[src/branch_pkg.sv]
package branch_pkg;

  localparam int slot_count = 8;
  localparam int slot_idx_w = 3;
  localparam int count_w    = 4;
  localparam int data_w     = 32;
  localparam int offset_w   = 16;

  // instruction class, nop must stay zero
  typedef enum logic [2:0] {
    op_nop   = 3'd0,
    op_alu   = 3'd1,
    op_load  = 3'd2,
    op_store = 3'd3,
    op_bjp   = 3'd4
  } opcode_t;

  // lt and ge compare as signed
  typedef enum logic [1:0] {
    cond_eq = 2'd0,
    cond_ne = 2'd1,
    cond_lt = 2'd2,
    cond_ge = 2'd3
  } cond_t;

  typedef struct packed {
    opcode_t               opcode;
    cond_t                 cond;
    logic [data_w-1:0]     pc;
    logic [offset_w-1:0]   offset;
    logic [data_w-1:0]     operand_l;
    logic [data_w-1:0]     operand_r;
  } inst_t;

  typedef inst_t [slot_count-1:0] packet_t;

  typedef struct packed {
    packet_t               packet;
    logic [slot_count-1:0] branch_mask;
    logic [count_w-1:0]    branch_count;
  } decoded_t;

  typedef struct packed {
    packet_t               packet;
    logic [slot_count-1:0] taken_mask;
    logic                  has_taken;
    logic [slot_idx_w-1:0] taken_idx;
    logic [count_w-1:0]    resolved_count;
  } resolved_t;

  typedef struct packed {
    packet_t               packet;
    logic [count_w-1:0]    resolved_count;
  } issue_t;

  typedef struct packed {
    logic [data_w-1:0]     target_pc;
  } redirect_t;

  // lowest set bit by halving the mask, all ones when empty
  function automatic logic [slot_idx_w-1:0] first_set_index(
    input logic [slot_count-1:0] mask
  );
    logic [slot_idx_w-1:0] idx;
    logic [3:0]            half;
    logic [1:0]            quarter;
    idx[2]  = ~(|mask[3:0]);
    half    = idx[2] ? mask[7:4] : mask[3:0];
    idx[1]  = ~(|half[1:0]);
    quarter = idx[1] ? half[3:2] : half[1:0];
    idx[0]  = ~quarter[0];
    return idx;
  endfunction

endpackage

[src/branch_decode.sv]
`timescale 1ns/1ns

module branch_decode (
  input  logic                 w_IssueFifoFire_1,
  input  logic                 rstn,
  input  logic                 i_pkt_valid,
  input  branch_pkg::packet_t  i_pkt,
  output logic                 o_dec_valid,
  output branch_pkg::decoded_t o_dec
);

  logic [branch_pkg::slot_count-1:0] branch_mask;
  logic [branch_pkg::count_w-1:0]    branch_count;

  // mark bjp slots and count them
  always_comb begin
    branch_count = '0;
    for (int i = 0; i < branch_pkg::slot_count; i++) begin
      branch_mask[i] = (i_pkt[i].opcode == branch_pkg::op_bjp);
      branch_count   = branch_count +
                       {{(branch_pkg::count_w-1){1'b0}}, branch_mask[i]};
    end
  end

  always_ff @(posedge w_IssueFifoFire_1 or negedge rstn) begin
    if (!rstn) begin
      o_dec_valid <= 1'b0;
    end else begin
      o_dec_valid <= i_pkt_valid;
    end
  end

  // payload only moves on a strobe
  always_ff @(posedge w_IssueFifoFire_1 or negedge rstn) begin
    if (!rstn) begin
      o_dec <= '0;
    end else if (i_pkt_valid) begin
      o_dec.packet       <= i_pkt;
      o_dec.branch_mask  <= branch_mask;
      o_dec.branch_count <= branch_count;
    end
  end

endmodule

[src/branch_execute.sv]
`timescale 1ns/1ns

module branch_execute (
  input  logic                  w_IssueFifoFire_1,
  input  logic                  rstn,
  input  logic                  i_dec_valid,
  input  branch_pkg::decoded_t  i_dec,
  output logic                  o_exe_valid,
  output branch_pkg::resolved_t o_exe
);

  logic [branch_pkg::slot_count-1:0] cond_hit;
  logic [branch_pkg::slot_count-1:0] taken_mask;
  logic                              has_taken;
  logic [branch_pkg::slot_idx_w-1:0] taken_idx;
  logic [branch_pkg::count_w-1:0]    resolved_count;

  // one comparator per slot, all in parallel
  always_comb begin
    for (int i = 0; i < branch_pkg::slot_count; i++) begin
      case (i_dec.packet[i].cond)
        branch_pkg::cond_eq:
          cond_hit[i] = (i_dec.packet[i].operand_l == i_dec.packet[i].operand_r);
        branch_pkg::cond_ne:
          cond_hit[i] = (i_dec.packet[i].operand_l != i_dec.packet[i].operand_r);
        branch_pkg::cond_lt:
          cond_hit[i] = (signed'(i_dec.packet[i].operand_l) <
                         signed'(i_dec.packet[i].operand_r));
        default:
          cond_hit[i] = (signed'(i_dec.packet[i].operand_l) >=
                         signed'(i_dec.packet[i].operand_r));
      endcase
    end
  end

  assign taken_mask = cond_hit & i_dec.branch_mask;
  assign has_taken  = |taken_mask;
  assign taken_idx  = branch_pkg::first_set_index(taken_mask);

  // branches up to the taken one, or all of them when none is taken
  always_comb begin
    resolved_count = i_dec.branch_count;
    if (has_taken) begin
      resolved_count = '0;
      for (int i = 0; i < branch_pkg::slot_count; i++) begin
        if (i <= int'(taken_idx)) begin
          resolved_count = resolved_count +
                           {{(branch_pkg::count_w-1){1'b0}}, i_dec.branch_mask[i]};
        end
      end
    end
  end

  always_ff @(posedge w_IssueFifoFire_1 or negedge rstn) begin
    if (!rstn) begin
      o_exe_valid <= 1'b0;
    end else begin
      o_exe_valid <= i_dec_valid;
    end
  end

  always_ff @(posedge w_IssueFifoFire_1 or negedge rstn) begin
    if (!rstn) begin
      o_exe <= '0;
    end else if (i_dec_valid) begin
      o_exe.packet         <= i_dec.packet;
      o_exe.taken_mask     <= taken_mask;
      o_exe.has_taken      <= has_taken;
      o_exe.taken_idx      <= taken_idx;
      o_exe.resolved_count <= resolved_count;
    end
  end

endmodule

[src/branch_result.sv]
`timescale 1ns/1ns

module branch_result (
  input  logic                  w_IssueFifoFire_1,
  input  logic                  rstn,
  input  logic                  i_exe_valid,
  input  branch_pkg::resolved_t i_exe,
  output logic                  o_issue_valid,
  output branch_pkg::issue_t    o_issue,
  output logic                  o_redirect_valid,
  output branch_pkg::redirect_t o_redirect
);

  branch_pkg::packet_t               issue_pkt;
  logic [branch_pkg::slot_idx_w-1:0] redirect_idx;
  branch_pkg::inst_t                 taken_inst;
  logic [branch_pkg::data_w-1:0]     target_pc;

  // squash everything younger than the taken branch
  always_comb begin
    for (int i = 0; i < branch_pkg::slot_count; i++) begin
      if (i_exe.has_taken && (i > int'(i_exe.taken_idx))) begin
        issue_pkt[i] = '0;
      end else begin
        issue_pkt[i] = i_exe.packet[i];
      end
    end
  end

  // redirect slot picked straight from the taken mask
  assign redirect_idx = branch_pkg::first_set_index(i_exe.taken_mask);
  assign taken_inst   = i_exe.packet[redirect_idx];
  assign target_pc    = taken_inst.pc +
                        {{(branch_pkg::data_w-branch_pkg::offset_w)
                          {taken_inst.offset[branch_pkg::offset_w-1]}},
                         taken_inst.offset};

  always_ff @(posedge w_IssueFifoFire_1 or negedge rstn) begin
    if (!rstn) begin
      o_issue_valid    <= 1'b0;
      o_redirect_valid <= 1'b0;
    end else begin
      o_issue_valid    <= i_exe_valid;
      o_redirect_valid <= i_exe_valid && i_exe.has_taken;
    end
  end

  always_ff @(posedge w_IssueFifoFire_1 or negedge rstn) begin
    if (!rstn) begin
      o_issue    <= '0;
      o_redirect <= '0;
    end else if (i_exe_valid) begin
      o_issue.packet         <= issue_pkt;
      o_issue.resolved_count <= i_exe.resolved_count;
      // target only matters when a branch was taken
      if (i_exe.has_taken) begin
        o_redirect.target_pc <= target_pc;
      end
    end
  end

endmodule

[src/branch_detect_top.sv]
`timescale 1ns/1ns

module branch_detect_top (
  input  logic                  w_IssueFifoFire_1,
  input  logic                  rstn,
  input  logic                  i_pkt_valid,
  input  branch_pkg::packet_t   i_pkt,
  output logic                  o_issue_valid,
  output branch_pkg::issue_t    o_issue,
  output logic                  o_redirect_valid,
  output branch_pkg::redirect_t o_redirect
);

  logic                  dec_valid;
  branch_pkg::decoded_t  dec;
  logic                  exe_valid;
  branch_pkg::resolved_t exe;

  branch_decode u_decode (
    .w_IssueFifoFire_1 (w_IssueFifoFire_1),
    .rstn              (rstn),
    .i_pkt_valid       (i_pkt_valid),
    .i_pkt             (i_pkt),
    .o_dec_valid       (dec_valid),
    .o_dec             (dec)
  );

  branch_execute u_execute (
    .w_IssueFifoFire_1 (w_IssueFifoFire_1),
    .rstn              (rstn),
    .i_dec_valid       (dec_valid),
    .i_dec             (dec),
    .o_exe_valid       (exe_valid),
    .o_exe             (exe)
  );

  branch_result u_result (
    .w_IssueFifoFire_1 (w_IssueFifoFire_1),
    .rstn              (rstn),
    .i_exe_valid       (exe_valid),
    .i_exe             (exe),
    .o_issue_valid     (o_issue_valid),
    .o_issue           (o_issue),
    .o_redirect_valid  (o_redirect_valid),
    .o_redirect        (o_redirect)
  );

endmodule

[config.mk]
export PLATFORM = sky130hd
export DESIGN_NAME = branch_detect_top
export DESIGN_NICKNAME = d
export VERILOG_FILES = /design/src/branch_pkg.sv /design/src/branch_decode.sv /design/src/branch_execute.sv /design/src/branch_result.sv /design/src/branch_detect_top.sv
export SDC_FILE = /design/constraint.sdc
export NUM_CORES = 2
export LEC_CHECK = 0
export BUFFER_PORTS_ARGS = -buffer_cell sky130_fd_sc_hd__buf_2
export CAP_MARGIN = 20
export CORE_AREA = 3 3 741 743
export DETAILED_ROUTE_END_ITERATION = 8
export DIE_AREA = 0 0 744 746
export GPL_TIMING_DRIVEN = 0
export PLACE_DENSITY = 0.47
export SKIP_LAST_GASP = 1
export SLEW_MARGIN = 30
export SYNTH_ARGS = -nofsm -noshare
export SYNTH_HDL_FRONTEND = slang
export SYNTH_SLANG_ARGS = --single-unit
[constraint.sdc]
create_clock -name w_IssueFifoFire_1 -period 7.09 [get_ports w_IssueFifoFire_1]
set_clock_uncertainty 0.05 [all_clocks]
set_input_delay 2.127 -clock w_IssueFifoFire_1 [delete_from_list [all_inputs] [get_ports w_IssueFifoFire_1]]
set_output_delay 2.127 -clock w_IssueFifoFire_1 [all_outputs]
set_load 0.03 [all_outputs]
After elaboration in Yosys (flattened, before gate mapping)

Index checks and enable logic that the tools add are counted.

Flip-flop bits (word level): 2875
Output and inout bits: 974

$add $sub $neg: 15
Order comparisons: 31
Eq/ne operators: 40
Multiplexer cells: 36
Bitwise gates (word level): 7
Reductions and logical operators: 22

Operator list:

| operator                                             | number |
|---|---|
| two-way mux 117 bit                                  | 7 |
| binary-select mux 117 bit (select 3 bit)             | 1 |
| equality test 32 bit                                 | 8 |
| >= comparator 32 bit                                 | 8 |
| < comparator 32 bit                                  | 8 |
| != test 32 bit                                       | 8 |
| two-way mux 112 bit                                  | 1 |
| two-way mux 4 bit                                    | 15 |
| adder 4 x 1 -> 4 bit                                 | 13 |
| adder 32 bit                                         | 1 |
| equality test 3 bit (second input constant)          | 8 |
| case mux 1 bit (3 select lines)                      | 8 |
| equality test 2 x 1 -> 1 bit (second input constant) | 8 |
| equality test 2 bit (second input constant)          | 8 |
| logical NOT 2 bit                                    | 8 |
| > comparator 3 bit (first input constant)            | 4 |
| <= comparator 3 bit (first input constant)           | 4 |
| AND 8 bit                                            | 1 |
| logical AND 1 bit                                    | 8 |
| OR reduction 4 bit                                   | 2 |
| OR reduction 8 bit                                   | 1 |
| > comparator 2 x 3 -> 1 bit (first input constant)   | 2 |
| <= comparator 2 x 3 -> 1 bit (first input constant)  | 2 |
| two-way mux 3 bit                                    | 2 |
| 8 further kinds                                      | 15 |

Longest topological paths before layout

Word-level depth: 29
Depth in mapped cells: 36

Modules after synthesis

From an unflattened synthesis, not the netlist that was laid out.

Cells, all modules: 9570
Area total of the unflattened synthesis: 120629.4 um^2

Modules (own cells, without submodules):

| module         | instances | cells an instance | area an instance (um^2) |
|---|---|---|---|
| branch_execute | 1         | 3128              | 42987.5 |
| branch_result  | 1         | 4405              | 41402.2 |
| branch_decode  | 1         | 2037              | 36239.8 |

Worst setup path before layout

OpenSTA, ideal clock, no wires.

Path kind: register to register
From: register u_decode.o_dec[75] (netlist bit)
To: register u_execute.o_exe[3] (netlist bit)
Setup time: 0.124 ns
Arrival: 6.696 ns
Data required time: 6.916 ns
Setup slack: 0.220 ns
Stages on the path, launching flop included: 32
Buffers on the path: 1
Clock period less this slack: 6.870 ns
Path through: dfrtp_1 > ha_1 > nand4_1 > or4_1 > nand3b_1 > xnor2_1 > o21a_1 > and2_1 > clkbuf_1 > or2_2 > ha_1 > nor2b_1 > a211o_1 > ha_1 > mux2_2 > mux2_2 > nor2_1 > inv_1 > ha_1 > ha_1 > mux2_2 > ha_1 > and3_1 > a211oi_1 > o2111ai_1 > a21oi_1 > mux2_2 > xnor2_1 > and4_1 > nand3b_1 > mux2i_1 > a211o_1

Cells in the longest elaborated chain, start to end: 29
Elaborated cells between the ends (all ways): 41

Ends and longest elaborated chain:

| item                                         | RTL line             | RTL |
|---|---|---|
| from (decl)                                  | branch_decode.sv:9   | `output branch_pkg::decoded_t o_dec` |
| >= comparator 32 bit (tied with other cells) | branch_execute.sv:30 | `cond_hit[i] = (signed'(i_dec.packet[i].operand_l) >=` |
| case mux 1 bit (3 select lines) *            | branch_execute.sv:21 | `case (i_dec.packet[i].cond)` |
| AND 8 bit *                                  | branch_execute.sv:36 | `assign taken_mask = cond_hit & i_dec.branch_mask;` |
| OR reduction 4 bit                           | branch_pkg.sv:67     | `idx[2] = ~(\|mask[3:0]);` |
| two-way mux 3 bit                            | branch_pkg.sv:68     | `half = idx[2] ? mask[7:4] : mask[3:0];` |
| OR reduction 2 bit                           | branch_pkg.sv:69     | `idx[1] = ~(\|half[1:0]);` |
| two-way mux 1 bit                            | branch_pkg.sv:70     | `quarter = idx[1] ? half[3:2] : half[1:0];` |
| NOT 1 bit                                    | branch_pkg.sv:71     | `idx[0] = ~quarter[0];` |
| (+13 left out)                               | n/a                  |  |
| two-way mux 4 bit                            | branch_execute.sv:46 | `if (i <= int'(taken_idx)) begin` |
| two-way mux 4 bit                            | branch_execute.sv:43 | `if (has_taken) begin` |
| adder 4 x 1 -> 4 bit                         | branch_execute.sv:47 | `resolved_count = resolved_count +` |
| two-way mux 4 bit                            | branch_execute.sv:46 |  |
| two-way mux 4 bit                            | branch_execute.sv:43 |  |
| adder 4 x 1 -> 4 bit                         | branch_execute.sv:47 |  |
| two-way mux 4 bit                            | branch_execute.sv:46 |  |
| two-way mux 4 bit *                          | branch_execute.sv:43 |  |
| to (decl)                                    | branch_execute.sv:9  | `output branch_pkg::resolved_t o_exe` |

Every way passes the cells marked *; elsewhere a longest branch is shown, timed or not. The select of a mux whose other input is x is not followed.
A chain may end at the register's enable or synchronous reset.

Worst setup path after layout

From: register u_decode.o_dec[63] (netlist bit)
To: register u_execute.o_exe[3] (netlist bit)

The elaborated chain is that of the path after synthesis.

==> qor.yml <==
holdWs_ps: 325.4
synth.avg_cell_area_um2: 12.16
drt-vias-per-instance: 4.502
hold_start: "u_decode.o_dec_valid"
initial_utilization_pct: 21.79
tns_ps: -30.64
status: "finished with violations"
placed_cell_area_um2: 139700
num-fill-cells: 57160
sequentialPowerShare_pct: 38.9
finalHoldViolations: 0
ant_nets: 0
critPathRequiredTime_ps: 7880
power_w: 0.05443
p_switching_w: 0.02030
grt_pass1_vias: 87730
numCtsBuffers: 341
max_cap_viol_count: 0
multi_input_area_um2: 40850
syn_to_final_growth_pct: 28.73
final_cells: 19750
critPathMaxStageDelay_ps: 630
ys_types: 74
peakVddDrop_v: 0.0002097
async_flop_share_pct: 100.0
relSlewSlack_pct: 26.44
grtUsageTotal_pct: 22.66
p_comb_share_pct: 26.5
min_path_cells: 0
synth_edf_count: 0
dr.pass1.iters: 7
finalSetupViolCount: 1
overflow: 0
place_congestion: 0.9438
dr.first_iter.drc_count: 8512
netlist_area_um2: 118400
critPathBufInv: 2
dpl.cell_count: 18980
worstHoldPathType: "flop to flop"
power_frac_clock_pct: 34.5
insertion_delay_ps: 980
r2r_start: "u_decode.o_dec[63]"
drt-wirelength-per-cell_um: 32.90
synth_nets: 10980
antenna_found_initial: 382
worst-r2r-setup-slack_ps: -30
p_int_w: 0.03413
io_buffers: 1912
swShare_pct: 37.30
rsz0062_at_grt: "true"
vias: 88930
routed_wl_um: 649800
synthTopCellsByArea: "dfrtp_1 (61%), mux2_2 (17%), o21ai_0 (4.9%)"
slew_violations: 0
grt_first_pass_wirelength_um: 843900
cts_sinks: 2875
crit_slowest_cell: "or4_4"
die_area_um2: 555000
violations: "negative setup slack"
synth_seq_area_share_pct: 60.75
cts_htree_levels: 5
fin_crit_ps: 7121
grt_start_max_net_pins: 115
rr_endpoint: "u_execute.o_exe[3]"
core_area_um2: 543500
endpoint_kind: "flop"
synth_seq_cells: 2875
die_h_um: 746
clock-root-buffer: "clkbuf_16"
synth_top_area_share_pct: 60.75
cp_common_cell: "ha_4"
rows: 271
min_to: "u_execute.o_exe_valid"
max_freq_mhz: 140.4
syn-instance-count: 9737
fin_crit_sh_pct: 100.4
dp.final_hpwl_um: 540200
worst_pin_slew_ps: 1103
cts_buffer_depth: 4
cp.arrival_ps: 7910
final_nets: 13360
leakage_nw: 70.50
cts_tree: "built"
synth_area_leader_cell: "dfrtp_1"
layout-drive-gt1-share_pct: 37.24
crit_type: "flop to flop"
drc: 0
start_kind: "flop"
synth_flop_cell: "dfrtp_1"
cp_top_family: "simple AND/OR/NAND/NOR gates"
clkTransAtPathRegs_ps: 60
fin_area_um2: 152500
ys_warn_count: 0
power_density_nw_per_um2: 357.0
seqCellArea_um2: 71950
die_width_um: 744
final_cell_mix: "dfrtp_1 (2872), buf_2 (1923), mux2_2 (1757)"
final_common_cell: "dfrtp_1"
io_pins: 1913
ff2ff_path_depth: 31
fin_ws_ps: -30.64
path_max_fanout: 5
==> layer usage <==
metal,part of all wire (%),track usage [%],routed length (um),vias to the layer above
met5,0.14,0,931,-
met4,3.7,7.005,24010,140
met3,11,9.473,72480,1091
met2,43,34.02,278700,3761
met1,42,29.49,273600,46080
li1,-,-,-,37860
==> flip-flops by register name (all words and copies together), names as in the netlist <==
name and count:
u_result.o_redirect 32, u_result.o_issue_valid 1, u_result.o_issue 940, u_execute.o_exe 951, u_decode.o_dec 948, u_decode.o_dec_valid 1, u_execute.o_exe_valid 1, u_result.o_redirect_valid 1
==> repair_timing <==
action                     in CTS  in global routing
setup endpoints to repair      12                 11
cloned                          0                  0
setup buffers                  18                  2
gates resized for setup        51                 40
pin swaps                      27                 22
hold buffers                    0                  0
==> power by group through the flow <==
stage          Combinational (W)  Sequential [W]  Clock, W
5_1_grt                   0.0154          0.0214    0.0198
6_report                  0.0145          0.0212    0.0188
4_1_cts                   0.0144          0.0211    0.0192
3_5_place_dp              0.0142          0.0214         0
2_1_floorplan            0.00509          0.0228         0
3_3_place_gp              0.0140          0.0215         0
==> final cells by class <==
class	count	share of cell area, %
clock inverters	144	1.238
multi-input cells	5251	26.80
inverters	1113	2.740
well taps	7234	5.937
plain buffers	493	1.383
flip-flops and latches	2875	47.19
clock buffers	484	6.522
repair buffers	2039	7.995
diodes	118	0.1937
==> logic make-up after synthesis <==
| kind of cell | synth area share [%] |
|---|---|
| xor gates and xnor gates | 0.3381 |
| and+or+nand+nor | 5.100 |
| adders and majority gates | 3.275 |
| AOI/OAI and AO/OA | 7.675 |
| muxes | 17.74 |
| buffers and inverters | 5.123 |
| DFF | 60.75 |
==> synthesized netlist by cell type (all sizes together), types with 6 or more instances <==
library cell,number
nand4,67
o21bai,10
clkbuf,462
nand2b,13
ha,302
and2,8
xor2,15
o221ai,32
inv,1113
buf,36
xnor2,28
a21oi,140
dfrtp,2875
o211ai,11
nand3b,6
nor2,48
nor2b,20
mux4,48
mux2,1761
and3,7
nand2,1211
o31ai,37
a211oi,13
a21o,80
mux2i,10
o21a,14
or3,6
a221oi,68
nor4,11
o21ai,1158
nand3,27
nor3,18
==> stage by stage <==
| step | utilization (%) | worst slack, ps |
|---|---|---|
| CTS | 27.96 | -60.98 |
| floorplan | - | 220.2 |
| detailed placement | 25.71 | -1648 |
| finish | 28.05 | -30.64 |
| global route | 28.01 | -272.1 |
| global placement | 25.21 | -66860 |
==> how the worst max path moves through the flow <==
| stage | endpoint | startpoint | cells after the start | slack, ps |
|---|---|---|---|---|
| 4_1_cts | u_execute.o_exe[3] | u_decode.o_dec[72] | 32 | -60 |
| 6_report | u_execute.o_exe[3] | u_decode.o_dec[63] | 31 | -30 |
| 2_1_floorplan | u_execute.o_exe[3] | u_decode.o_dec[75] | 31 | 220 |
| 3_5_place_dp | u_execute.o_exe[3] | u_decode.o_dec[43] | 32 | -1650 |
| 3_3_place_gp | u_result.o_issue[133] | rstn | 1 | -66860 |
| 5_1_grt | u_execute.o_exe[3] | u_decode.o_dec[63] | 31 | -270 |
Power figures use the tool's default switching activity.
